File: config.mk
export PLATFORM = sky130hd
export DESIGN_NAME = cos_interp
export DESIGN_NICKNAME = d
export VERILOG_FILES = /design/src/logic/gpsdc_pkg.sv /design/src/logic/cos_interp.sv /design/src/logic/serial_divider.sv
export SDC_FILE = /design/constraint.sdc
export NUM_CORES = 2
export LEC_CHECK = 0
export BUFFER_PORTS_ARGS = -buffer_cell sky130_fd_sc_hd__buf_2
export CAP_MARGIN = 25
export CORE_MARGIN = 1.5
export CORE_UTILIZATION = 46
export CTS_BUF_LIST = sky130_fd_sc_hd__clkbuf_16
export CTS_CLUSTER_DIAMETER = 120
export CTS_CLUSTER_SIZE = 20
export DETAILED_ROUTE_END_ITERATION = 8
export SLEW_MARGIN = 20
export SYNTH_ARGS = -nofsm -noshare
export SYNTH_HDL_FRONTEND = slang
export SYNTH_SLANG_ARGS = --single-unit
File: constraint.sdc
create_clock -name clk -period 18 [get_ports clk]
set_input_delay 0.9 -clock clk [delete_from_list [all_inputs] [get_ports clk]]
set_output_delay 0.9 -clock clk [all_outputs]
set_load 0.005 [all_outputs]
File: src/logic/gpsdc_pkg.sv
package gpsdc_pkg;

    // fraction bits of the cosine, radian and square formats
    localparam int FRAC_BITS = 32;

    // cosine table depth, one entry per whole degree
    localparam int COS_DEPTH = 128;

    // pi / 180 with 16 fraction bits
    localparam logic [15:0] RAD_PER_DEG = 16'h0477;

    // divider widths
    localparam int QUOT_W = 64;
    localparam int DIV_W = 24;
    localparam int DIV_CNT_W = $clog2(QUOT_W + 1);

    // 8.16 degrees
    typedef logic [23:0] deg_t;

    // 8.32 cosine
    typedef logic [39:0] cos_t;

    // 8.32 radians
    typedef logic [39:0] rad_t;

    // 32.32 squares and haversine term
    typedef logic [63:0] frac_t;

    typedef logic [$clog2(COS_DEPTH)-1:0] cos_addr_t;

    // top level sequencing
    typedef enum logic [1:0] {
        CTRL_IDLE,
        CTRL_INTERP,
        CTRL_HAV
    } ctrl_state_t;

endpackage

File: src/logic/cos_interp.sv
module cos_interp (
    input  logic                 clk,
    input  logic                 reset_n,
    input  logic                 start,
    input  gpsdc_pkg::deg_t      lat,
    output gpsdc_pkg::cos_addr_t cos_addr,
    input  gpsdc_pkg::deg_t      cos_x,
    input  gpsdc_pkg::cos_t      cos_y,
    output gpsdc_pkg::cos_t      cos_val,
    output logic                 done
);
    import gpsdc_pkg::*;

    typedef enum logic [1:0] {
        IP_IDLE,
        IP_WALK,
        IP_DIVIDE
    } interp_state_t;

    interp_state_t     state;
    deg_t              x0;
    cos_t              y0;
    logic [QUOT_W-1:0] prod;
    logic [DIV_W-1:0]  span;
    logic              div_start;
    logic              div_done;
    logic [QUOT_W-1:0] quotient;
    logic              above;
    deg_t              lat_off;
    cos_t              y_drop;

    // walk ends at the first entry past the latitude
    assign above = cos_x > lat;

    assign lat_off = lat - x0;

    // cosine falls over the table, so y0 - y1 is never negative
    assign y_drop = y0 - cos_y;

    always_ff @(posedge clk or negedge reset_n) begin
        if (!reset_n) begin
            state     <= IP_IDLE;
            cos_addr  <= '0;
            div_start <= 1'b0;
            done      <= 1'b0;
        end else begin
            div_start <= 1'b0;
            done      <= 1'b0;
            case (state)
                IP_IDLE: begin
                    // entry 0 is on the bus while idle
                    if (start) begin
                        cos_addr <= cos_addr_t'(1);
                        state    <= IP_WALK;
                    end
                end
                IP_WALK: begin
                    if (above) begin
                        div_start <= 1'b1;
                        state     <= IP_DIVIDE;
                    end else begin
                        cos_addr <= cos_addr + cos_addr_t'(1);
                    end
                end
                IP_DIVIDE: begin
                    if (div_done) begin
                        done     <= 1'b1;
                        cos_addr <= '0;
                        state    <= IP_IDLE;
                    end
                end
                default: state <= IP_IDLE;
            endcase
        end
    end

    // lower bracket entry, interpolation operands and result
    always_ff @(posedge clk) begin
        if (state == IP_IDLE && start) begin
            x0 <= cos_x;
            y0 <= cos_y;
        end else if (state == IP_WALK) begin
            if (above) begin
                prod <= QUOT_W'(lat_off) * QUOT_W'(y_drop);
                span <= cos_x - x0;
            end else begin
                x0 <= cos_x;
                y0 <= cos_y;
            end
        end
        if (state == IP_DIVIDE && div_done) begin
            cos_val <= y0 - cos_t'(quotient);
        end
    end

    serial_divider div_i (
        .clk      (clk),
        .reset_n  (reset_n),
        .start    (div_start),
        .dividend (prod),
        .divisor  (span),
        .quotient (quotient),
        .done     (div_done)
    );

    // walk has to find its upper entry before the end of the table
    assert property (@(posedge clk) disable iff (!reset_n)
        (state == IP_WALK && !above) |-> cos_addr != cos_addr_t'(COS_DEPTH - 1));

    assert property (@(posedge clk) disable iff (!reset_n)
        div_start |-> span != '0);

endmodule

File: src/logic/serial_divider.sv
module serial_divider (
    input  logic                         clk,
    input  logic                         reset_n,
    input  logic                         start,
    input  logic [gpsdc_pkg::QUOT_W-1:0] dividend,
    input  logic [gpsdc_pkg::DIV_W-1:0]  divisor,
    output logic [gpsdc_pkg::QUOT_W-1:0] quotient,
    output logic                         done
);
    import gpsdc_pkg::*;

    logic [DIV_W-1:0]     rem;
    logic [DIV_W-1:0]     dvsr;
    logic [DIV_CNT_W-1:0] steps_left;
    logic [DIV_W:0]       trial;
    logic [DIV_W:0]       diff;
    logic                 fits;

    // next dividend bit comes from the top of the shifting quotient register
    assign trial = {rem, quotient[QUOT_W-1]};
    assign diff  = trial - {1'b0, dvsr};
    assign fits  = trial >= {1'b0, dvsr};

    // step counter, done on the last step
    always_ff @(posedge clk or negedge reset_n) begin
        if (!reset_n) begin
            steps_left <= '0;
            done       <= 1'b0;
        end else begin
            done <= 1'b0;
            if (start) begin
                steps_left <= DIV_CNT_W'(QUOT_W);
            end else if (steps_left != '0) begin
                steps_left <= steps_left - DIV_CNT_W'(1);
                if (steps_left == DIV_CNT_W'(1)) begin
                    done <= 1'b1;
                end
            end
        end
    end

    // restoring step, one quotient bit per cycle
    always_ff @(posedge clk) begin
        if (start) begin
            rem      <= '0;
            dvsr     <= divisor;
            quotient <= dividend;
        end else if (steps_left != '0) begin
            if (fits) begin
                rem <= diff[DIV_W-1:0];
            end else begin
                rem <= trial[DIV_W-1:0];
            end
            quotient <= {quotient[QUOT_W-2:0], fits};
        end
    end

endmodule

==> impl_metrics.yaml <==
synthesis:
  ys_types: 82
  synth.cell_area_mm2: 0.0496
  ys_ff_latch: 323
  syn_nets: 6669
  synth_area_leader_cell: "fa_1"
  ys_warn_count: 0
  synth_area_leaders: "fa_1, edfxtp_1, ha_1, inv_1, nand2_1"
  netlist.area_leader.share: 0.339
  synth_fa_ha_area_frac: 0.432
  synth-edff-count: 280
  synth_mux_area_frac: 0.00729
  synthTopCellsByCount: "inv_1, fa_1, nand2_1"
  yosys.cell_count.top_type: "inv_1"
  synth_top_family_by_area: "adder cells"
  synth_compound_area_frac: 0.0930
  synth_ff_type: "edfxtp_1"
  synthSimpleGateAreaFrac: 0.143
  yosys.area_share.xor_xnor: 0.0397
  ys_seq_area_frac: 0.189
  async_flop_share: 0.0588
  avgSynthCellArea_um2: 9.24
  netlist_instances: 5370
setup_path:
  critPathKind: "reg -> reg"
  crit_slowest_cell: "fa_1"
  slowest_delay_ns: 0.56
  cp_max_fo: 24
  cp_num_buf_inv: 7
  cp.arrival_ns: 11.61
  critical_path.top_delay_family: "adder cells"
  setup.worst_path.end_class: "flop"
  start_kind: "flop"
  cp.required_ns: 18.36
  crit_top_cell: "fa_1"
clock_network:
  cts_buffers: 23
  cts_hold_buffers: 0
  cts_root_buf: "clkbuf_16"
  cts_tree: "built"
  path_clk_slew_ns: 0.09
  cts_setup_buffers: 0
  clockBufferDepth: 3
  cts_max_level: 1
  insertion_delay_ns: 0.63
  cts_sinks: 323
  cts.repair.resized: 0
sta:
  setup_slack_ns: 6.75
  worst_pin_slew_ns: 1.12
  fin_crit_sh: 0.625
  hold_violations: 0
  setup-tns-final_ns: 0
  relSlewSlack: 0.253
  maxSlewViolCount: 0
  fin_worst_skew_ns: 0.0478
  rsz0062_at_grt: "no"
  max_clock_freq_mhz: 88.9
  period_needed_ns: 11.25
  finalSetupViolCount: 0
global_routing:
  grt_overflow_total: 0
  antenna_found_initial: 0
  grt_pass1_vias: 39688
  grt_max_degree: 70
  grt_usage: 0.273
  grt_pass1_wl_mm: 232
min_path:
  hp-class: "in -> async"
floorplanning:
  ioPinCount: 139
  die_h_um: 331
  start_util: 0.463
  rows: 120
  die-area_mm2: 0.110
  die_w_um: 331
  core-area_mm2: 0.107
final_layout:
  nFillCells: 10147
  fin_nets: 6707
  drive_gt1_frac: 0.0701
  area_growth_pct: 7.18
place:
  io_buffers: 138
  dpl.hpwl_mm: 113
  dp_slack_ns: 6.36
  gp_congestion: 0.951
drt:
  drtIter0Drc: 2706
  num_vias: 37715
  drt-wirelength-per-cell_um: 21.4
  drtPass1Iterations: 7
  ant_nets: 0
  drc_errors: 0
  vias_per_cell: 5.52
  wirelength_mm: 146
flow_run:
  max_cap_violations: 0
run_status:
  outcome: "finished, final reports clean"
-- metrics by stage --
step | hold slack, ns | area (um^2) | utilization | instances
2_1_floorplan | 0.400 | 49600 | - | 5370
3_3_place_gp | 0.402 | 52400 | 0.489 | 6781
3_5_place_dp | 0.405 | 52400 | 0.490 | 6784
4_1_cts | 0.189 | 53100 | 0.496 | 6824
5_1_grt | 0.224 | 53200 | 0.497 | 6826
6_report | 0.207 | 53200 | 0.497 | 6828
-- cells in the final DEF (no fill, tap or decap), types with 18 or more instances in the layout --
cell type and n:
xnor2_1 108, and3_1 21, nand3_1 47, a21oi_1 200
nand4_1 59, buf_2 139, ha_1 369, dfxtp_1 24
dfrtp_1 18, nor2_1 369, and2_1 97, nand2_1 772
inv_1 1045, edfxtp_1 280, a21o_1 131, clkbuf_16 23
nor3_1 56, nand2b_1 40, fa_1 838, a211oi_1 37
xor2_1 74, o21ai_0 149, mux2_2 25, xnor2_2 20
o21a_1 26, a31oi_1 22, o21bai_1 32, buf_4 102
nor2b_1 66
-- cell type report --
| cell class | count | area, um^2 | area share |
|---|---|---|---|
| Antenna cell | 2 | 5.00 | 0.0000941 |
| Clock buffer | 23 | 576 | 0.0108 |
| Clock inverter | 17 | 138 | 0.00259 |
| Inverter | 1038 | 3900 | 0.0733 |
| Multi-Input combinational cell | 3778 | 35900 | 0.675 |
| Sequential cell | 323 | 9370 | 0.176 |
| Tap cell | 1403 | 1760 | 0.0330 |
| Timing Repair Buffer | 244 | 1520 | 0.0286 |
-- per-layer routing --
| metal | up-vias | wire, um | GRT usage |
|---|---|---|---|
| met2 | 1269 | 69100 | 0.456 |
| met1 | 19162 | 59500 | 0.352 |
| li1 | 16950 | - | - |
| met3 | 334 | 9630 | 0.0407 |
| met4 | 0 | 7580 | 0.118 |
| met5 | - | 0 | 0 |
-- flip-flops by register name (all words and copies together), names as in the netlist --
register          cells
cos_addr              7
cos_val              40
div_i.done            1
div_i.dvsr           24
div_i.quotient       64
div_i.rem            24
div_i.steps_left      7
div_start             1
done                  1
prod                 64
span                 24
state                 2
x0                   24
y0                   40
-- cell families after synthesis --
kind of cell	Yosys count
AO/OA/AOI/OAI	715
XOR/XNOR	223
adder cells (fa/ha/maj)	1208
buffers and inverters	1269
flip-flops	323
multiplexers	33
AND/OR/NAND/NOR	1599
-- worst paths after layout --
kind / startpoint / endpoint / slack [ns] / cells past startpoint
max in group asynchronous: reset_n / div_start / 17.45 / 1
min in group clk: span[19] / div_i.dvsr[19] / 0.42 / 0
hold / removal: reset_n / cos_addr[3] / 0.21 / 1
hold reg to reg: span[19] / div_i.dvsr[19] / 0.42 / 0
setup / recovery: y0[0] / prod[63] / 6.75 / 37
setup reg to reg: y0[0] / prod[63] / 6.75 / 37
Power is left out: the tool's default activity adds up to more than one toggle a clock period on the data nets, which glitch-free logic cannot reach.
