==> config.mk <==
export PLATFORM = sky130hd
export DESIGN_NAME = gpsdc_ctrl
export DESIGN_NICKNAME = d
export VERILOG_FILES = /design/src/logic/gpsdc_pkg.sv /design/src/logic/gpsdc_ctrl.sv
export SDC_FILE = /design/constraint.sdc
export NUM_CORES = 1
export LEC_CHECK = 0
export ABC_AREA = 0
export BUFFER_PORTS_ARGS = -buffer_cell sky130_fd_sc_hd__buf_2
export CORE_AREA = 2 2 39 41
export CTS_CLUSTER_SIZE = 14
export DETAILED_ROUTE_END_ITERATION = 7
export DIE_AREA = 0 0 41 43
export GPL_TIMING_DRIVEN = 0
export SLEW_MARGIN = 20
export SYNTH_ARGS = -nofsm -noshare
export SYNTH_HDL_FRONTEND = slang
export SYNTH_SLANG_ARGS = --single-unit
==> constraint.sdc <==
create_clock -name clk -period 3.65 [get_ports clk]
set_input_delay 1.095 -clock clk [delete_from_list [all_inputs] [get_ports clk]]
set_output_delay 1.095 -clock clk [all_outputs]
set_load 0.1 [all_outputs]
==> src/logic/gpsdc_pkg.sv <==
package gpsdc_pkg;

    // fraction bits of the cosine, radian and square formats
    localparam int FRAC_BITS = 32;

    // cosine table depth, one entry per whole degree
    localparam int COS_DEPTH = 128;

    // pi / 180 with 16 fraction bits
    localparam logic [15:0] RAD_PER_DEG = 16'h0477;

    // divider widths
    localparam int QUOT_W = 64;
    localparam int DIV_W = 24;
    localparam int DIV_CNT_W = $clog2(QUOT_W + 1);

    // 8.16 degrees
    typedef logic [23:0] deg_t;

    // 8.32 cosine
    typedef logic [39:0] cos_t;

    // 8.32 radians
    typedef logic [39:0] rad_t;

    // 32.32 squares and haversine term
    typedef logic [63:0] frac_t;

    typedef logic [$clog2(COS_DEPTH)-1:0] cos_addr_t;

    // top level sequencing
    typedef enum logic [1:0] {
        CTRL_IDLE,
        CTRL_INTERP,
        CTRL_HAV
    } ctrl_state_t;

endpackage

==> src/logic/gpsdc_ctrl.sv <==
module gpsdc_ctrl (
    input  logic clk,
    input  logic reset_n,
    input  logic den,
    output logic ready,
    output logic capture,
    output logic interp_start,
    input  logic interp_done,
    output logic shift_cos,
    output logic hav_start,
    input  logic hav_done
);
    import gpsdc_pkg::*;

    ctrl_state_t state;
    logic        have_prev;

    assign ready   = state == CTRL_IDLE;
    assign capture = den && ready;

    always_ff @(posedge clk or negedge reset_n) begin
        if (!reset_n) begin
            state        <= CTRL_IDLE;
            have_prev    <= 1'b0;
            interp_start <= 1'b0;
            hav_start    <= 1'b0;
            shift_cos    <= 1'b0;
        end else begin
            interp_start <= 1'b0;
            hav_start    <= 1'b0;
            shift_cos    <= 1'b0;
            case (state)
                CTRL_IDLE: begin
                    // new fix lands in the capture registers on this edge
                    if (capture) begin
                        interp_start <= 1'b1;
                        state        <= CTRL_INTERP;
                    end
                end
                CTRL_INTERP: begin
                    if (interp_done) begin
                        if (have_prev) begin
                            hav_start <= 1'b1;
                            state     <= CTRL_HAV;
                        end else begin
                            // first fix only seeds the history
                            have_prev <= 1'b1;
                            shift_cos <= 1'b1;
                            state     <= CTRL_IDLE;
                        end
                    end
                end
                CTRL_HAV: begin
                    if (hav_done) begin
                        shift_cos <= 1'b1;
                        state     <= CTRL_IDLE;
                    end
                end
                default: state <= CTRL_IDLE;
            endcase
        end
    end

    assert property (@(posedge clk) disable iff (!reset_n)
        !(interp_start && hav_start));

endmodule

==> reports/metrics.yaml, run 1 <==
grt_overflow: 0
crit_fanout: 3
grt_pass1_wl_microns: 910
gp_congestion: 0.759
grt_start_max_net_pins: 7
grt_usage_pct: 8.37
cts_tree: "built"
antenna_found_initial: 0
hold_path_depth: 1
dp_hpwl_microns: 437
diodes: 0
ctsLongestPathBuffers: 2
drc: 0
cp_data_required_time_ns: 2.55
holdBufCountCts: 0
relSlewSlack_pct: 67.8
post_cts_buffers: 0
yosysWarningCount: 0
syn_inst: 26
io_buffers: 9
synthesis.area_sq_um: 283
status: "finished, final reports clean"
fin_setup_tns_ns: 0
crit_type: "input pin to output pin"
drtPass1Iterations: 4
syn_area_per_cell_sq_um: 10.9
synth_fp_nets: 34
io_pins: 10
synth_cell_type_count: 13
yosysSeqAreaShare_pct: 53.1
drive_above_1_share_pct: 36.8
synth-seq-cells: 6
rsz0062_at_grt: "false"
nets: 48
viasPerCell: 3.94
grt_pass1_vias: 239
path_clk_slew_ns: 0.04
htree_levels: 1
report.final.slew_viol_count: 0
hold_violations: 0
vias: 213
clkSinkCount: 6
die_h_microns: 43
drtIter0Drc: 3
fin_crit_sh_pct: 78.1
crit_arrival_ns: 1.75
wirelength_microns: 536
cts_made_buffers: 3
start_util_pct: 20.4
ant_nets: 0
crit_path_end_kind: "output pin"
reg2reg_depth: 4
die_area_sq_um: 1760
worstHoldPathType: "flop to flop"
fp.coreArea_sq_um: 1380
ctsResizeCount: 0
rows: 14
cts_root_buf: "clkbuf_4"
worstSetupStartpointType: "input pin"
fp.dieW_microns: 41
clkLatencyLatePin_ns: 0.24
post-route-min-period_ns: 2.85
cap_violations: 0
tightest_slew_ns: 0.486
setup_viol_count_final: 0
syn2layout_area_growth_pct: 31.9
fin_skew_ns: 0.00214
drt-wirelength-per-cell_microns: 9.93
fmax_mhz: 351
[worst max-delay path, cell delays in order]
cell and delay, ns:
buf_2 0.07, inv_1 0.06, nor2_2 0.09, buf_2 0.43
[routing by layer]
layer / part of all wire (%) / up-vias / track usage [%] / routed length (microns)
met5: 0 / - / 0 / 0
met4: 0 / 0 / 14.7 / 0
met3: 9.5 / 0 / 1.05 / 51
met2: 51 / 10 / 9.38 / 271
met1: 40 / 93 / 9.45 / 213
li1: - / 110 / - / -
[per-stage QoR]
stage	instances	hold WS [ns]	utilization (%)	cell area [sq um]	setup WS [ns]
global placement	51	0.472	25.3	350	0.793
detailed placement	51	0.478	25.3	350	0.787
floorplan	26	0.444	-	285	0.252
global route	54	0.527	26.9	373	0.763
CTS	54	0.489	26.9	373	0.787
finish	54	0.497	26.9	373	0.800
[sequential cells by signal, summed over array words and instances (netlist names)]
signal	cells
interp_start	1
have_prev	1
state	2
shift_cos	1
hav_start	1
[cells by family after synthesis]
kind of cell    count (synthesis)  share of synthesized area [%]
mux                             1                           3.54
flops                           6                           53.1
buf+inv                         6                           7.96
simple gates                    6                           11.1
fa+ha+maj                       3                           13.3
compound gates                  4                           11.1
[cell usage in the layout, fill, tap and decap left out]
cell type | netlist | layout
mux2i_1 | 1 | 1
inv_1 | 6 | 6
nand2b_1 | 1 | 1
clkbuf_4 | 0 | 3
o21ai_0 | 1 | 1
a222oi_1 | 1 | 1
buf_2 | 0 | 9
nand2_1 | 2 | 2
ha_1 | 3 | 3
and2_1 | 1 | 1
and3_2 | 1 | 1
nor2_2 | 0 | 1
a22oi_1 | 1 | 1
dfrtp_1 | 6 | 6
o2bb2ai_1 | 1 | 1
[synthesized netlist by cell type]
cell type  n  area (sq um)
o2bb2ai_1  1          8.76
o21ai_0    1          5.00
dfrtp_1    6           150
a22oi_1    1          7.51
ha_1       3          37.5
nor2_1     1          3.75
a222oi_1   1          10.0
and2_1     1          6.26
nand2b_1   1          6.26
mux2i_1    1          10.0
inv_1      6          22.5
and3_2     1          7.51
nand2_1    2          7.51
[final timing paths]
path	endpoint	slack, ns	start
max in group asynchronous	state[1]$_DFFE_PN0P_	2.85	reset_n
hold reg to reg	have_prev$_DFFE_PN0P_	0.50	have_prev$_DFFE_PN0P_
setup reg to reg	state[0]$_DFFE_PN0P_	2.22	state[1]$_DFFE_PN0P_
setup / recovery	capture	0.80	den
min in group asynchronous	hav_start$_DFF_PN0_	0.66	reset_n
hold / removal	have_prev$_DFFE_PN0P_	0.50	have_prev$_DFFE_PN0P_
[layout make-up]
| class | instances | area [sq um] |
|---|---|---|
| Fill cell | 143 | 1010 |
| Sequential cell | 6 | 150 |
| Multi-Input combinational cell | 14 | 113 |
| Timing Repair Buffer | 9 | 45.0 |
| Clock buffer | 3 | 22.5 |
| Inverter | 6 | 22.5 |
| Tap cell | 16 | 20.0 |
Power of run 1 is left out: the tool's default activity adds up to more than one toggle a clock period on the data nets, which glitch-free logic cannot reach.
==> run 2: changes to the inputs <==
- clock period: 3.65 -> 2.65 ns (I/O delays scaled with it)
==> reports/metrics.yaml, run 2 (same netlist as run 1, synthesis figures left out) <==
fp.dieW_microns: 41  # unchanged
antenna_found_initial: 0  # unchanged
worstHoldPathType: "input pin to async pin"
crit_arrival_ns: 1.55  # -0.20 ns
setup_viol_count_final: 0  # unchanged
largest_reg_flops: 2  # unchanged
fin_crit_sh_pct: 88.3
grt_pass1_vias: 217  # -9.2%
syn2layout_area_growth_pct: 34.5
reg2reg_depth: 4  # unchanged
crit_fanout: 4  # +1
ctsLongestPathBuffers: 2  # unchanged
mostFrequentLayoutCells: "9 x buf_2, 6 x inv_1, 6 x dfrtp_1, 3 x clkbuf_4"
io_buffers: 9  # unchanged
cts_root_buf: "clkbuf_4"
fin_setup_tns_ns: 0  # unchanged
register_area_sq_um: 150  # unchanged
cts_tree: "built"
cap_violations: 0  # unchanged
fmax_mhz: 427
ant_nets: 0  # unchanged
vias: 214  # +0.47%
ff2ff_setup_slack_ns: 1.22  # -1.00 ns
startpoint: "state[1]$_DFFE_PN0P_"
final_common_cell: "buf_2"
drt-wirelength-per-cell_microns: 8.94  # -9.9%
grt_pass1_wl_microns: 814  # -11%
largest_register: "state"
start_util_pct: 20.4  # unchanged
drive_above_1_share_pct: 39.5  # +2.6 points
placed_cell_area_sq_um: 358  # +2.1%
crit_path_end_kind: "output pin"
reg2reg_from: "state[1]$_DFFE_PN0P_"
die_h_microns: 43  # unchanged
hold_violations: 0  # unchanged
clkLatencyLatePin_ns: 0.24  # about the same
viasPerCell: 3.96  # +0.47%
cts_made_buffers: 3  # unchanged
instances_no_fill: 54  # unchanged
drtIter0Drc: 9  # +6
path_clk_slew_ns: 0.04  # about the same
die_area_sq_um: 1760  # unchanged
timing.rr.end: "state[0]$_DFFE_PN0P_"
relSlewSlack_pct: 67.8  # about the same
crit_end: "capture"
worstSetupStartpointType: "flop"
htree_levels: 1  # unchanged
grt_usage_pct: 7.75  # -0.61 points
cp_data_required_time_ns: 1.86  # -0.69 ns
nets: 48  # unchanged
crit_type: "flop to output pin"
status: "finished, final reports clean"
gp_congestion: 0.715  # -5.9%
diodes: 0  # unchanged
holdBufCountCts: 0  # unchanged
grt_overflow: 0  # unchanged
rsz0062_at_grt: "false"
dp.cells: 51  # unchanged
grt_start_max_net_pins: 7  # unchanged
final_cell_area_sq_um: 380  # +2.0%
tightest_slew_ns: 0.486  # -0.000121 ns
final_util_pct: 27.5  # +0.54 points
io_pins: 10  # unchanged
drc: 0  # unchanged
wirelength_microns: 483  # -9.9%
clkSinkCount: 6  # unchanged
multiInputGateArea_sq_um: 120  # +6.7%
post-route-min-period_ns: 2.34
ctsResizeCount: 0  # unchanged
fin_skew_ns: 0.00140  # -0.000741 ns
report.final.slew_viol_count: 0  # unchanged
fill_cells: 153  # +7.0%
rows: 14  # unchanged
fp.coreArea_sq_um: 1380  # unchanged
drtPass1Iterations: 4  # unchanged
post_cts_buffers: 0  # unchanged
-- run 2: cell counts in the layout (fill, tap and decap cells not counted) --
Identical to the previous run, type by type.
-- run 2: worst min-delay path by stage --
stage	start	slack (ns)	to	depth (start not counted)
2_1_floorplan	have_prev$_DFFE_PN0P_	0.44	have_prev$_DFFE_PN0P_	1
3_3_place_gp	have_prev$_DFFE_PN0P_	0.47	have_prev$_DFFE_PN0P_	1
3_5_place_dp	have_prev$_DFFE_PN0P_	0.47	have_prev$_DFFE_PN0P_	1
4_1_cts	reset_n	0.36	state[0]$_DFFE_PN0P_	1
5_1_grt	reset_n	0.36	hav_start$_DFF_PN0_	1
6_report	reset_n	0.37	hav_start$_DFF_PN0_	1
-- run 2: routing by layer --
layer  wire length [microns]  GRT usage [%]  up-vias
met5                       0              0        -
met4                       0           12.0        0
met3                      40           1.57        0
met2                     252           9.69        8
met1                     190           8.12       94
li1                        -              -      112
-- run 2: worst max-delay path: stages (launching register included) --
cell and delay (ns):
dfrtp_1 0.38, inv_1 0.11, ha_2 0.21, inv_1 0.08
nor2_4 0.10, buf_2 0.42
-- run 2: area by class of cell --
type,count,share of cell area (%)
inverters,6,5.92
clock buffers,3,5.92
multi-input cells,14,31.6
well taps,16,5.26
repair buffers,9,11.8
flip-flops and latches,6,39.5
-- run 2: through the flow --
stage,hold WS (ns),setup slack [ns]
after CTS,0.361,0.294
after detailed placement,0.474,0.396
final,0.366,0.309
after floorplan,0.444,0.162
after global placement,0.473,0.398
after global routing,0.358,0.214
Power of run 2 is left out for the same reason.
==> run 3: changes to the inputs <==
- clock period: 2.65 -> 2.2 ns (I/O delays scaled with it)
==> reports/metrics.yaml, run 3 (same netlist as run 1, synthesis figures left out) <==
status: "finished, final reports clean"
tightest_slew_ns: 0.484  # -0.00174 ns
mostFrequentLayoutCells: "8 x buf_2, 6 x inv_1, 6 x dfrtp_1, 4 x clkbuf_4"
fin_crit_sh_pct: 93.4
grt_start_max_net_pins: 7  # unchanged
syn2layout_area_growth_pct: 38.9
ant_nets: 0  # unchanged
nets: 48  # unchanged
fmax_mhz: 487
path_clk_slew_ns: 0.04  # about the same
rsz0062_at_grt: "false"
vias: 222  # +3.7%
wl_met3_microns: 30  # -25%
crit_type: "flop to output pin"
placed_cell_area_sq_um: 368  # +2.8%
grt_pass1_wl_microns: 759  # -6.8%
die_area_sq_um: 1760  # unchanged
worstSetupStartpointType: "flop"
crit_arrival_ns: 1.39  # -0.16 ns
largest_reg_flops: 2  # unchanged
wl_met1_microns: 180  # -5.3%
wl_met2_microns: 249  # -1.2%
report.final.slew_viol_count: 0  # unchanged
clkSinkCount: 6  # unchanged
final_cell_area_sq_um: 393  # +3.3%
top_layer: "met4"
post-route-min-period_ns: 2.05
fin_setup_tns_ns: 0  # unchanged
crit_fanout: 4  # unchanged
viasPerCell: 4.11  # +3.7%
ctsResizeCount: 0  # unchanged
cts_root_buf: "clkbuf_4"
grt_usage_pct: 7.16  # -0.60 points
cp_data_required_time_ns: 1.54  # -0.32 ns
hold_violations: 0  # unchanged
holdBufCountCts: 0  # unchanged
htree_levels: 1  # unchanged
antenna_found_initial: 0  # unchanged
start_util_pct: 20.4  # unchanged
rows: 14  # unchanged
fin_skew_ns: 0.000692  # -0.000709 ns
grt_pass1_vias: 223  # +2.8%
holdWs_ns: 0.234  # -0.132 ns
drtPass1Iterations: 4  # unchanged
ctsLongestPathBuffers: 2  # unchanged
wirelength_microns: 475  # -1.7%
drive_above_1_share_pct: 39.5  # unchanged
die_h_microns: 43  # unchanged
cts_made_buffers: 3  # unchanged
crit_path_end_kind: "output pin"
drt-wirelength-per-cell_microns: 8.80  # -1.7%
setup_viol_count_final: 0  # unchanged
cts_tree: "built"
fp.dieW_microns: 41  # unchanged
grt_overflow: 0  # unchanged
post_cts_buffers: 0  # unchanged
io_buffers: 9  # unchanged
drtIter0Drc: 3  # -6
gp_congestion: 0.796  # +11%
worstHoldPathType: "input pin to async pin"
final_common_cell: "buf_2"
clkLatencyLatePin_ns: 0.24  # about the same
dp_hpwl_microns: 401
cap_violations: 0  # unchanged
fp.coreArea_sq_um: 1380  # unchanged
io_pins: 10  # unchanged
ff2ff_setup_slack_ns: 0.77  # -0.45 ns
drc: 0  # unchanged
relSlewSlack_pct: 67.9  # +0.12 points
largest_register: "state"
diodes: 0  # unchanged
==> run 3: metrics by stage <==
step	utilization [%]	instances	setup WS (ns)
after floorplan	-	26	0.0714
after global placement	26.6	51	0.197
after detailed placement	26.6	51	0.197
after CTS	28.2	54	0.0266
after global routing	28.4	54	0.0524
final	28.4	54	0.145
==> run 3: path summary, 6_finish.rpt <==
| kind | start | end | depth (start not counted) |
|---|---|---|---|
| setup reg to reg | state[1]$_DFFE_PN0P_ | state[0]$_DFFE_PN0P_ | 4 |
| max in group asynchronous | reset_n | shift_cos$_DFF_PN0_ | 1 |
| hold / removal | reset_n | state[0]$_DFFE_PN0P_ | 1 |
| hold reg to reg | have_prev$_DFFE_PN0P_ | have_prev$_DFFE_PN0P_ | 1 |
| min in group clk | have_prev$_DFFE_PN0P_ | have_prev$_DFFE_PN0P_ | 1 |
| setup / recovery | state[1]$_DFFE_PN0P_ | capture | 5 |
==> run 3: area by class of cell <==
| cell class | instances | area, sq um |
|---|---|---|
| multi-input cells | 14 | 130 |
| flip-flops and latches | 6 | 150 |
| clock buffers | 3 | 22.5 |
| well taps | 16 | 20.0 |
| inverters | 6 | 22.5 |
| repair buffers | 9 | 47.5 |
| fillers | 153 | 991 |
==> run 3: routing by layer <==
metal / track usage [%] / vias up
li1: - / 110
met1: 7.17 / 101
met2: 9.69 / 9
met3: 0 / 2
met4: 12.0 / 0
met5: 0 / -
==> run 3: critical path, stage by stage (launching register included) <==
cell and delay (ns):
dfrtp_1 0.39, inv_1 0.14, ha_4 0.16, inv_1 0.07
nor2_4 0.08, clkbuf_4 0.33
Power of run 3 is left out for the same reason.
