===== config.mk =====
export PLATFORM = sky130hd
export DESIGN_NAME = gps_fix_capture
export DESIGN_NICKNAME = d
export VERILOG_FILES = /design/src/logic/gpsdc_pkg.sv /design/src/logic/gps_fix_capture.sv
export SDC_FILE = /design/constraint.sdc
export NUM_CORES = 1
export LEC_CHECK = 0
export ABC_AREA = 1
export BUFFER_PORTS_ARGS = -buffer_cell sky130_fd_sc_hd__buf_2
export CAP_MARGIN = 20
export CORE_ASPECT_RATIO = 2
export CORE_MARGIN = 2
export CORE_UTILIZATION = 52
export CTS_BUF_LIST = sky130_fd_sc_hd__clkbuf_4 sky130_fd_sc_hd__clkbuf_8
export DETAILED_ROUTE_END_ITERATION = 8
export GPL_TIMING_DRIVEN = 0
export PLACE_DENSITY = 0.93
export RECOVER_POWER = 50
export REMOVE_ABC_BUFFERS = 1
export SYNTH_ARGS = -nofsm -noshare
export SYNTH_HDL_FRONTEND = slang
export SYNTH_SLANG_ARGS = --single-unit

===== constraint.sdc =====
create_clock -name clk -period 1 [get_ports clk]
set_input_delay 0.2 -clock clk [delete_from_list [all_inputs] [get_ports clk]]
set_output_delay 0.2 -clock clk [all_outputs]
set_load 0.1 [all_outputs]

===== src/logic/gpsdc_pkg.sv =====
package gpsdc_pkg;

    // fraction bits of the cosine, radian and square formats
    localparam int FRAC_BITS = 32;

    // cosine table depth, one entry per whole degree
    localparam int COS_DEPTH = 128;

    // pi / 180 with 16 fraction bits
    localparam logic [15:0] RAD_PER_DEG = 16'h0477;

    // divider widths
    localparam int QUOT_W = 64;
    localparam int DIV_W = 24;
    localparam int DIV_CNT_W = $clog2(QUOT_W + 1);

    // 8.16 degrees
    typedef logic [23:0] deg_t;

    // 8.32 cosine
    typedef logic [39:0] cos_t;

    // 8.32 radians
    typedef logic [39:0] rad_t;

    // 32.32 squares and haversine term
    typedef logic [63:0] frac_t;

    typedef logic [$clog2(COS_DEPTH)-1:0] cos_addr_t;

    // top level sequencing
    typedef enum logic [1:0] {
        CTRL_IDLE,
        CTRL_INTERP,
        CTRL_HAV
    } ctrl_state_t;

endpackage


===== src/logic/gps_fix_capture.sv =====
module gps_fix_capture (
    input  logic            clk,
    input  logic            reset_n,
    input  logic            capture,
    input  logic            shift_cos,
    input  gpsdc_pkg::deg_t lat_in,
    input  gpsdc_pkg::deg_t lon_in,
    input  gpsdc_pkg::cos_t cos_cur,
    output gpsdc_pkg::deg_t lat_cur,
    output gpsdc_pkg::deg_t lon_cur,
    output gpsdc_pkg::deg_t lat_prev,
    output gpsdc_pkg::deg_t lon_prev,
    output gpsdc_pkg::cos_t cos_prev
);

    // fix history, current fix moves down to previous on every capture
    always_ff @(posedge clk or negedge reset_n) begin
        if (!reset_n) begin
            lat_cur  <= '0;
            lon_cur  <= '0;
            lat_prev <= '0;
            lon_prev <= '0;
        end else if (capture) begin
            lat_prev <= lat_cur;
            lon_prev <= lon_cur;
            lat_cur  <= lat_in;
            lon_cur  <= lon_in;
        end
    end

    // cosine of the previous fix
    // loaded once the current fix is fully processed
    always_ff @(posedge clk or negedge reset_n) begin
        if (!reset_n) begin
            cos_prev <= '0;
        end else if (shift_cos) begin
            cos_prev <= cos_cur;
        end
    end

endmodule


==> results.py, run 1 <==
metrics = {
    "outcome": {
        "status": "did not finish",
        "failing_step": "4_1_cts",
        "tool.error": "[ERROR DPL-0038] Utilization greater than 100%, impossible to legalize",
    },
    "place": {
        "place_congestion": 0.822,
        "port_buffers": 227,
        "dp_hpwl_mm": 8.66,
        "dp.cells": 906,
        "post-place-ws_ps": -947,
    },
    "clock_network": {
        "cts_buffers": 17,
        "cts_hold_buf": 88,
        "ctsResizeCount": 525,
        "cts.sinks": 136,
        "cts_buffer_depth": 2,
        "postCtsSetupBuffers": 57,
        "cts_max_level": 4,
        "root_buffer": "clkbuf_8",
    },
    "yosys": {
        "yosys.cell_types.count": 8,
        "avgSynthCellArea_sq_um": 8.91,
        "synth.area.top_cells": "dfrtp_1, nand2_1, buf_2, buf_6, buf_4",
        "netlist.area_leader.share": 0.663,
        "synthCells": 576,
        "ys_seq_elements": 136,
        "synth_top_area_cell": "dfrtp_1",
        "synth_warnings": 0,
        "netlist_area_sq_um": 5130,
        "synth_seq_area_share": 0.663,
    },
    "floorplanning": {
        "start_util": 0.529,
        "dieWidth_microns": 74.3,
        "fp.dieH_microns": 145,
        "pin_count": 228,
        "num_rows": 51,
    },
}
[synth_stat cells]
master      n
nand2_1   408
inv_2       1
buf_4       5
buf_2      19
inv_1       1
buf_6       5
clkbuf_1    1
dfrtp_1   136
[kinds of logic after synthesis]
family	synth area share
buf+inv	0.0390
flops	0.663
simple gates	0.298
[metrics by stage]
| stage | area [sq um] | utilization | hold slack (ps) |
|---|---|---|---|
| after global placement | 6240 | 0.644 | 396 |
| after floorplan | 4940 | - | -95.6 |
| after detailed placement | 6280 | 0.648 | 231 |
==> run 2, diff against run 1 <==
Settings changed: CORE_ASPECT_RATIO 2 to default, CORE_UTILIZATION 52 to 40, CTS_BUF_LIST sky130_fd_sc_hd__clkbuf_4 sky130_fd_sc_hd__clkbuf_8 to default, PLACE_DENSITY 0.93 to default, PLACE_DENSITY_LB_ADDON from default to 0.15.
==> run 2 against run 1 <==
  * The flow now finishes, with violations (negative setup slack)
  * Area after synthesis is the same
  * Synthesized cell count is the same
==> results.py, run 2 <==
metrics = {
    "route": {
        "drc": 0,
        "drt_iter0_markers": 523,
        "antenna_left": 0,
        "firstDrtPassIters": 7,
        "wl_met1_mm": 7.80,
        "dr_wl_met2_mm": 11.7,
        "routed-wl-met3_mm": 1.82,
        "vias": 5768,
        "vias_per_cell": 4.96,
        "routed_wl_mm": 21.9,
        "wl_per_cell_microns": 18.9,
        "highest_layer": "met4",
    },
    "global_route": {
        "grt_pass1_vias": 5879,
        "track_usage": 0.279,
        "antenna_found_initial": 0,
        "grt.overflow.total": 0,
        "grt_pass1_wl_mm": 30.3,
        "grt_max_degree": 97,
    },
    "sta": {
        "slew_violations": 0,
        "slew-limit-headroom": 0.273,
        "fin_ws_ps": -277,
        "setup_viol": 143,
        "tns_ps": -29190,
        "layout_min_cycle_time_ps": 1280,
        "max_freq_ghz": 0.783,
        "min_period_over_period": 1.28,
        "hold_viol": 0,
        "rsz0062_at_grt": "yes",
        "finClkSkew_ps": 4.90,
        "tightest_slew_ps": 1090,
    },
    "layout": {
        "syn_to_final_growth_pct": 107,
        "drive_above_1_share": 0.367,
        "antenna_cells": 0,
        "fin_nets": 1072,
        "largest_register_ffs": 40,
        "fin_cells": 1163,
        "final_common_cell": "nand2_1",
        "design_area_sq_um": 10600,
        "top_register": "cos_prev",
        "layout_common_cells": "nand2_1, buf_12, dfrtp_1",
    },
    "yosys": {
        "netlist_area_sq_um": 5130,
        "synth_top_area_cell": "dfrtp_1",
        "synth_commonest_cells": "nand2_1, dfrtp_1, buf_2",
        "yosys.cell_types.count": 8,
        "synthArstFlopShare": 1.00,
        "avgSynthCellArea_sq_um": 8.91,
        "synthFlopType": "dfrtp_1",
        "synth_warnings": 0,
        "netlist.area_leader.share": 0.663,
        "synth.most_common_cell": "nand2_1",
        "synth.area.top_cells": "dfrtp_1, nand2_1, buf_2, buf_6, buf_4",
        "synthCells": 576,
        "synth-edff-count": 0,
        "ys_seq_elements": 136,
        "synth_seq_area_share": 0.663,
    },
    "place": {
        "post-place-ws_ps": -958,
        "place_congestion": 0.787,
        "dp_hpwl_mm": 7.98,
        "dpl_cell_area_sq_um": 6360,
        "dp.cells": 947,
        "port_buffers": 227,
    },
    "clock_network": {
        "cts_buffers": 17,
        "cts_hold_buf": 84,
        "root_buffer": "clkbuf_16",
        "cts.sinks": 136,
        "cts_max_level": 4,
        "clk-insertion-delay-late_ps": 410,
        "cts_tree": "yes",
        "cts_buffer_depth": 2,
        "path_clk_slew_ps": 60,
    },
    "power_and_ir_drop": {
        "p_sw_mw": 8.26,
        "fin_total_pwr_mw": 21.2,
        "switching_share": 0.390,
        "p_per_area_nw_per_um2": 1990,
        "internal_power_mw": 12.9,
        "ir_drop_uv": 1380,
        "leakage_nw": 5.59,
        "clockPowerShare": 0.285,
        "combinationalPowerShare": 0.397,
        "seq_power_share": 0.317,
    },
    "outcome": {
        "status": "finished, violations left",
        "violations": "negative setup slack",
    },
    "worst_setup_path": {
        "end_kind": "output pin",
        "cp-startpoint": "lon_prev[11]",
        "crit_family": "flip-flops",
        "crit_chain": "buf_12",
        "cpPeakStageDelay_ps": 450,
        "required_ps": 800,
        "worstRegToRegCells": 4,
        "r2r_slack_ps": -10,
        "rr_startpoint": "lon_cur[11]",
        "critPathArrivalTime_ps": 1080,
        "cp.depth": 1,
        "critical_path_buf_inv_count": 1,
        "cpMaxStageDelayCell": "dfrtp_1",
        "worstSetupPathType": "flip-flop to output pin",
        "start_kind": "flip-flop",
        "path_max_fanout": 2,
    },
    "hold_path": {
        "min_path_type": "primary input to asynchronous set/reset pin",
    },
    "floorplanning": {
        "dieWidth_microns": 117,
        "pin_count": 228,
        "num_rows": 41,
        "dieArea_sq_um": 13800,
        "core_sq_um": 12600,
        "start_util": 0.409,
        "fp.dieH_microns": 117,
    },
    "run": {
        "drv_cap": 0,
    },
}
-- run 2: cell counts after synthesis --
No cell type changed its count.
-- run 2: cells by family (layout without fill, tap and decap cells) --
| group | after synthesis | in the layout | synth area share |
|---|---|---|---|
| flip-flops | 136 | 136 | 0.663 |
| buffers and inverters | 32 | 447 | 0.0390 |
| AND/OR/NAND/NOR | 408 | 408 | 0.298 |
-- run 2: metal layers --
layer,vias to the layer above,track usage
met3,59,0.101
met4,0,0.107
met2,333,0.492
li1,2533,-
met1,2843,0.307
met5,-,0
-- run 2: area by class of cell --
type	instances	area (sq um)
clock buffer	28	527
clock inverter	2	35.0
fill	564	1960
inverter	2	23.8
multi-input combinational	408	1530
sequential	136	3410
tap	172	215
timing repair buffer	412	4840
timing repair inverter	3	22.5
-- run 2: power groups by stage --
| stage | combinational, mW | sequential [mW] | clock, mW |
|---|---|---|---|
| 5_1_grt | 8.64 | 6.76 | 6.39 |
| 3_3_place_gp | 5.58 | 6.41 | 0 |
| 6_report | 8.40 | 6.71 | 6.04 |
| 2_1_floorplan | 0.515 | 10.4 | 0 |
| 3_5_place_dp | 5.63 | 6.44 | 0 |
| 4_1_cts | 7.80 | 6.63 | 6.03 |
-- run 2: final timing paths --
check                                     to
max in group asynchronous         lon_cur[0]
min in group clk                 cos_prev[2]
worst max register to register  lon_prev[11]
worst min register to register  lat_prev[11]
worst max-delay path            lon_prev[11]
worst min-delay path            cos_prev[19]
-- run 2: through the flow --
stage | util | hold WS (ps)
floorplan | - | -95.6
global placement | 0.501 | 400
detailed placement | 0.506 | 282
CTS | 0.804 | -160
global route | 0.844 | 28.9
finish | 0.844 | 9.47
-- run 2: what timing repair did --
action | 4_1_cts | 5_1_grt
setup endpoints to repair | 272 | 252
endpoints found under the hold margin | 158 | 74
cloned | 3 | 1
gates resized for setup | 529 | 30
buffers inserted | 51 | 47
No activity file was read; power rests on OpenSTA's default activity.
==> run 3, diff against run 2 <==
Settings changed: MAX_ROUTING_LAYER from default to met4.
==> run 3 against run 2 <==
  * Core utilization fell by 0.12 points
  * Register-to-register slack improved by 40 ps
  * Final cell count barely moved
  * The flow still finishes with violations (negative setup slack)
  * First-iteration DRC count shrank 13%
  * Hold slack got worse by 5.0 ps
  * Largest cell class unchanged
  * Power fell by 0.12%
  * Wire length down 3.2%
  * Critical path depth is the same
==> results.py, run 3 (same netlist as run 2, synthesis figures left out) <==
metrics = {
    "layout": {
        "top_register": "cos_prev",
        "largest_register_ffs": 40,
        "drive_above_1_share": 0.367,
        "regArea_sq_um": 3410,
        "design_area_sq_um": 10600,
        "multiInputGateArea_sq_um": 1530,
        "fin_nets": 1071,
        "n_fill_cell": 577,
        "final_common_cell": "nand2_1",
        "syn_to_final_growth_pct": 106,
        "antenna_cells": 0,
        "layout_common_cells": "nand2_1, buf_12, dfrtp_1",
        "fin_cells": 1162,
    },
    "global_route": {
        "grt_max_degree": 97,
        "grt.overflow.total": 0,
        "track_usage": 0.288,
        "antenna_found_initial": 0,
        "grt_pass1_vias": 5875,
        "grt_pass1_wl_mm": 30.4,
    },
    "sta": {
        "finClkSkew_ps": 6.06,
        "layout_min_cycle_time_ps": 1280,
        "hold_viol": 0,
        "setup_viol": 154,
        "slew_violations": 0,
        "slew-limit-headroom": 0.273,
        "fin_ws_ps": -276,
        "rsz0062_at_grt": "yes",
        "tns_ps": -29310,
        "min_period_over_period": 1.28,
        "max_freq_ghz": 0.784,
        "tightest_slew_ps": 1090,
    },
    "route": {
        "routed_wl_mm": 21.2,
        "vias_per_cell": 4.90,
        "firstDrtPassIters": 6,
        "drt_iter0_markers": 457,
        "wl_per_cell_microns": 18.3,
        "antenna_left": 0,
        "drc": 0,
        "vias": 5696,
    },
    "worst_setup_path": {
        "path_max_fanout": 2,
        "start_kind": "flip-flop",
        "critPathArrivalTime_ps": 1080,
        "end_kind": "output pin",
        "required_ps": 800,
        "cpPeakStageDelay_ps": 450,
        "critical_path_buf_inv_count": 1,
        "crit_family": "flip-flops",
        "cpMaxStageDelayCell": "dfrtp_1",
        "worstSetupPathType": "flip-flop to output pin",
        "crit_chain": "buf_12",
    },
    "power_and_ir_drop": {
        "ir_drop_uv": 1380,
        "leakage_nw": 5.59,
        "p_per_area_nw_per_um2": 1990,
        "fin_total_pwr_mw": 21.1,
    },
    "outcome": {
        "violations": "negative setup slack",
        "status": "finished, violations left",
    },
    "place": {
        "place_congestion": 0.798,
        "dp.cells": 947,
        "port_buffers": 227,
        "dpl_cell_area_sq_um": 6360,
        "dp_hpwl_mm": 7.98,
    },
    "clock_network": {
        "path_clk_slew_ps": 60,
        "cts_buffer_depth": 2,
        "cts_buffers": 17,
        "root_buffer": "clkbuf_16",
        "cts_tree": "yes",
        "cts.sinks": 136,
        "clk-insertion-delay-late_ps": 410,
        "cts_max_level": 4,
        "cts_hold_buf": 84,
    },
    "floorplanning": {
        "fp.dieH_microns": 117,
        "pin_count": 228,
        "start_util": 0.409,
        "num_rows": 41,
        "dieArea_sq_um": 13800,
        "dieWidth_microns": 117,
        "core_sq_um": 12600,
    },
    "hold_path": {
        "min_path_type": "primary input to asynchronous set/reset pin",
    },
    "run": {
        "drv_cap": 0,
    },
}
==> run 3: changes by cell type in the layout (fill, tap and decap cells not counted), sizes merged <==
cell	previous run	this run
clkbuf	30	31
buf	326	324
==> run 3: layout make-up <==
cell class              instances  share of cell area
clock buffers                  28              0.0497
clock inverters                 2             0.00331
inverters                       2             0.00201
multi-input cells             408               0.145
flip-flops and latches        136               0.322
well taps                     172              0.0203
repair buffers                411               0.456
repair inverters                3             0.00165
==> run 3: routing by layer <==
layer	global-route usage	up-vias	wire length (microns)
met3	0.0875	52	1470
met2	0.492	316	11200
met1	0.318	2801	8000
li1	-	2527	-
met5	-	-	0
met4	0.104	0	544
==> run 3: report_power, final <==
group,switching [mW],internal [mW],total [mW]
sequential,0.657,6.05,6.70
combinational,5.31,3.06,8.37
clock,2.27,3.79,6.06
total,8.23,12.9,21.1
==> run 3: through the flow <==
stage               hold WS [ps]  setup slack (ps)   util
floorplan                  -95.6              -172      -
global placement             400             -2150  0.501
detailed placement           282              -958  0.506
CTS                         -160              -259  0.804
global route                32.4              -295  0.843
finish                      4.46              -276  0.843
==> run 3: path summary, 6_finish.rpt <==
check | start | endpoint | slack [ps] | cells past startpoint
min reg2reg | lat_prev[11] | lat_prev[11] | 530 | 2
min in group clk | cos_cur[2] | cos_prev[2] | 40 | 3
min | reset_n | cos_prev[36] | 4 | 1
max in group asynchronous | reset_n | lat_cur[0] | 100 | 2
max | cos_prev[14] | cos_prev[14] | -280 | 1
max reg2reg | lat_cur[8] | lat_prev[8] | 30 | 4
==> run 3: what timing repair did <==
item                       4_1_cts  5_1_grt
hold endpoints to repair       158       74
gates cloned                     3        1
buffers inserted                51       46
pin swaps                        0        0
gates resized for setup        529       31
setup endpoints to repair      272      261
==> run 4, diff against run 3 <==
Settings changed: ABC_AREA 1 to default, CORE_ASPECT_RATIO from default to 2.
==> run 4 against run 3 <==
  * The run ends with negative hold slack, negative setup slack left
  * Worst setup slack improved by 47 ps
  * Clock skew increased by 0.99 ps
  * Fmax rose by 3.8%
  * Clock power up 5.8%
  * Clock-buffer cell count shrank 9
  * Sequential power rose by 3%
  * Flip-flop and latch count stayed put
  * Via count decreased by 38%
  * Wire length shrank 36%
  * Register-to-register slack worse by 80 ps
  * Critical path type unchanged
  * Combinational power up 12%
==> results.py, run 4 <==
metrics = {
    "outcome": {
        "status": "finished, violations left",
        "violations": "negative hold slack, negative setup slack",
    },
    "place": {
        "dp_hpwl_mm": 7.69,
        "dpl_cell_area_sq_um": 6470,
        "port_buffers": 227,
        "place_congestion": 0.750,
    },
    "sta": {
        "finClkSkew_ps": 7.05,
        "holdWs_ps": -94.5,
        "hold_viol": 58,
        "max_freq_ghz": 0.814,
        "setup_viol": 144,
        "layout_min_cycle_time_ps": 1230,
        "fin_ws_ps": -229,
        "min_period_over_period": 1.23,
        "slew-limit-headroom": 0.451,
        "slew_violations": 0,
        "tightest_slew_ps": 824,
        "rsz0062_at_grt": "yes",
    },
    "yosys": {
        "synthArstFlopShare": 1.00,
        "synthCells": 287,
        "synth_top_area_cell": "dfrtp_1",
        "yosys.cell_types.count": 7,
        "synth.most_common_cell": "dfrtp_1",
        "synth.area.top_cells": "dfrtp_1, mux2_2, mux2_4, buf_12, buf_2",
        "synth-edff-count": 0,
        "ys_seq_elements": 136,
        "synth_seq_area_share": 0.650,
        "synthFlopType": "dfrtp_1",
        "synth_warnings": 0,
        "netlist.area_leader.share": 0.650,
        "avgSynthCellArea_sq_um": 18.2,
        "synth_commonest_cells": "dfrtp_1, mux2_2, mux2_4",
        "netlist_area_sq_um": 5240,
    },
    "worst_setup_path": {
        "crit_family": "flip-flops",
        "start_kind": "flip-flop",
        "path_max_fanout": 2,
        "critical_path_buf_inv_count": 1,
        "cpPeakStageDelay_ps": 420,
        "worstSetupPathType": "flip-flop to output pin",
        "required_ps": 800,
        "cpMaxStageDelayCell": "dfrtp_1",
        "end_kind": "output pin",
        "critPathArrivalTime_ps": 1030,
        "crit_chain": "buf_12",
    },
    "floorplanning": {
        "start_util": 0.405,
        "dieArea_sq_um": 14100,
        "pin_count": 228,
        "dieWidth_microns": 84.9,
        "fp.dieH_microns": 166,
        "num_rows": 59,
        "core_sq_um": 12900,
    },
    "layout": {
        "final_util": 0.745,
        "syn_to_final_growth_pct": 83.8,
        "fin_nets": 671,
        "layout_common_cells": "dfrtp_1, buf_12, mux2_2",
        "largest_register_ffs": 40,
        "design_area_sq_um": 9620,
        "top_register": "cos_prev",
        "final_common_cell": "dfrtp_1",
        "drive_above_1_share": 0.764,
    },
    "global_route": {
        "antenna_found_initial": 1,
        "grt_pass1_vias": 3951,
        "grt_pass1_wl_mm": 20.9,
        "track_usage": 0.197,
        "grt.overflow.total": 0,
        "grt_max_degree": 79,
    },
    "hold_path": {
        "min_path_type": "primary input to asynchronous set/reset pin",
    },
    "route": {
        "vias": 3552,
        "vias_per_cell": 4.78,
        "antenna_left": 0,
        "wl_per_cell_microns": 18.4,
        "drt_iter0_markers": 81,
        "drc": 0,
        "routed_wl_mm": 13.7,
        "firstDrtPassIters": 4,
    },
    "clock_network": {
        "clk-insertion-delay-late_ps": 400,
        "cts_tree": "yes",
        "path_clk_slew_ps": 60,
        "root_buffer": "clkbuf_16",
        "cts.sinks": 136,
        "cts_buffers": 17,
        "cts_max_level": 4,
        "cts_buffer_depth": 2,
        "cts_hold_buf": 4,
    },
    "power_and_ir_drop": {
        "leakage_nw": 4.56,
        "p_per_area_nw_per_um2": 2360,
        "ir_drop_uv": 1720,
    },
    "run": {
        "drv_cap": 0,
    },
}
==> run 4: cell count changes after synthesis, moves of 4 or more <==
cell     delta
mux2_4     +40
nand2_1   -408
buf_4       -5
buf_2      -10
mux2_2     +96
buf_6       -4
buf_12      +4
==> run 4: logic make-up (layout without fill, tap and decap cells) <==
family	Yosys count	after routing	synth area share
multiplexers	136	136	0.321
flip-flops	136	136	0.650
buffers and inverters	15	318	0.0289
other	0	1	0
==> run 4: worst reg2reg max path, delay by kind of cell, from the launching register on <==
kind	cells	cell delay, ps
flops	1	410
mux	1	260
buf+inv	2	270
==> run 4: layer usage <==
layer,track usage,vias up,share of wire
li1,-,1595,-
met1,0.213,1798,0.35
met2,0.342,139,0.58
met3,0.0517,20,0.048
met4,0.0732,0,0.021
met5,-,-,0
==> run 4: worst paths after layout <==
| kind | start | end | slack (ps) | depth (start not counted) |
|---|---|---|---|---|
| max | lat_cur[10] | lat_cur[10] | -230 | 1 |
| min | reset_n | cos_prev[8] | -90 | 1 |
| max reg2reg | lat_cur[17] | lat_cur[17] | -50 | 3 |
| min reg2reg | lat_prev[1] | lat_prev[1] | 550 | 1 |
| max in group asynchronous | reset_n | lat_prev[10] | 170 | 2 |
| min in group clk | lat_in[9] | lat_cur[9] | 20 | 2 |
==> run 4: final cells by class <==
| cell class | count | area [sq um] |
|---|---|---|
| Antenna cell | 1 | 2.50 |
| Clock buffer | 19 | 453 |
| Clock inverter | 11 | 148 |
| Fill cell | 710 | 3300 |
| Multi-Input combinational cell | 136 | 1700 |
| Sequential cell | 136 | 3400 |
| Tap cell | 152 | 190 |
| Timing Repair Buffer | 288 | 3720 |
==> run 4: power by group <==
group          switching [mW]  total, mW  internal [mW]
registers               0.733       6.89           6.16
clock network            2.37       6.41           4.03
logic                    5.82       9.39           3.57
total                    8.92       22.7           13.8
==> run 4: repair_timing <==
item,in CTS,in global routing
setup buffers,40,17
endpoints found under the hold margin,62,58
resized for setup,516,42
setup endpoints to repair,192,170
gates cloned,0,1
==> run 4: stage by stage <==
step	power [mW]	setup WS, ps	cells	setup TNS [ps]
final	22.7	-229	743	-26610
after global routing	23.4	-271	743	-33100
after CTS	22.5	-244	727	-29350
after detailed placement	13.5	-658	653	-61830
after global placement	13.4	-2010	651	-432500
after floorplan	12.1	-271	272	-49550
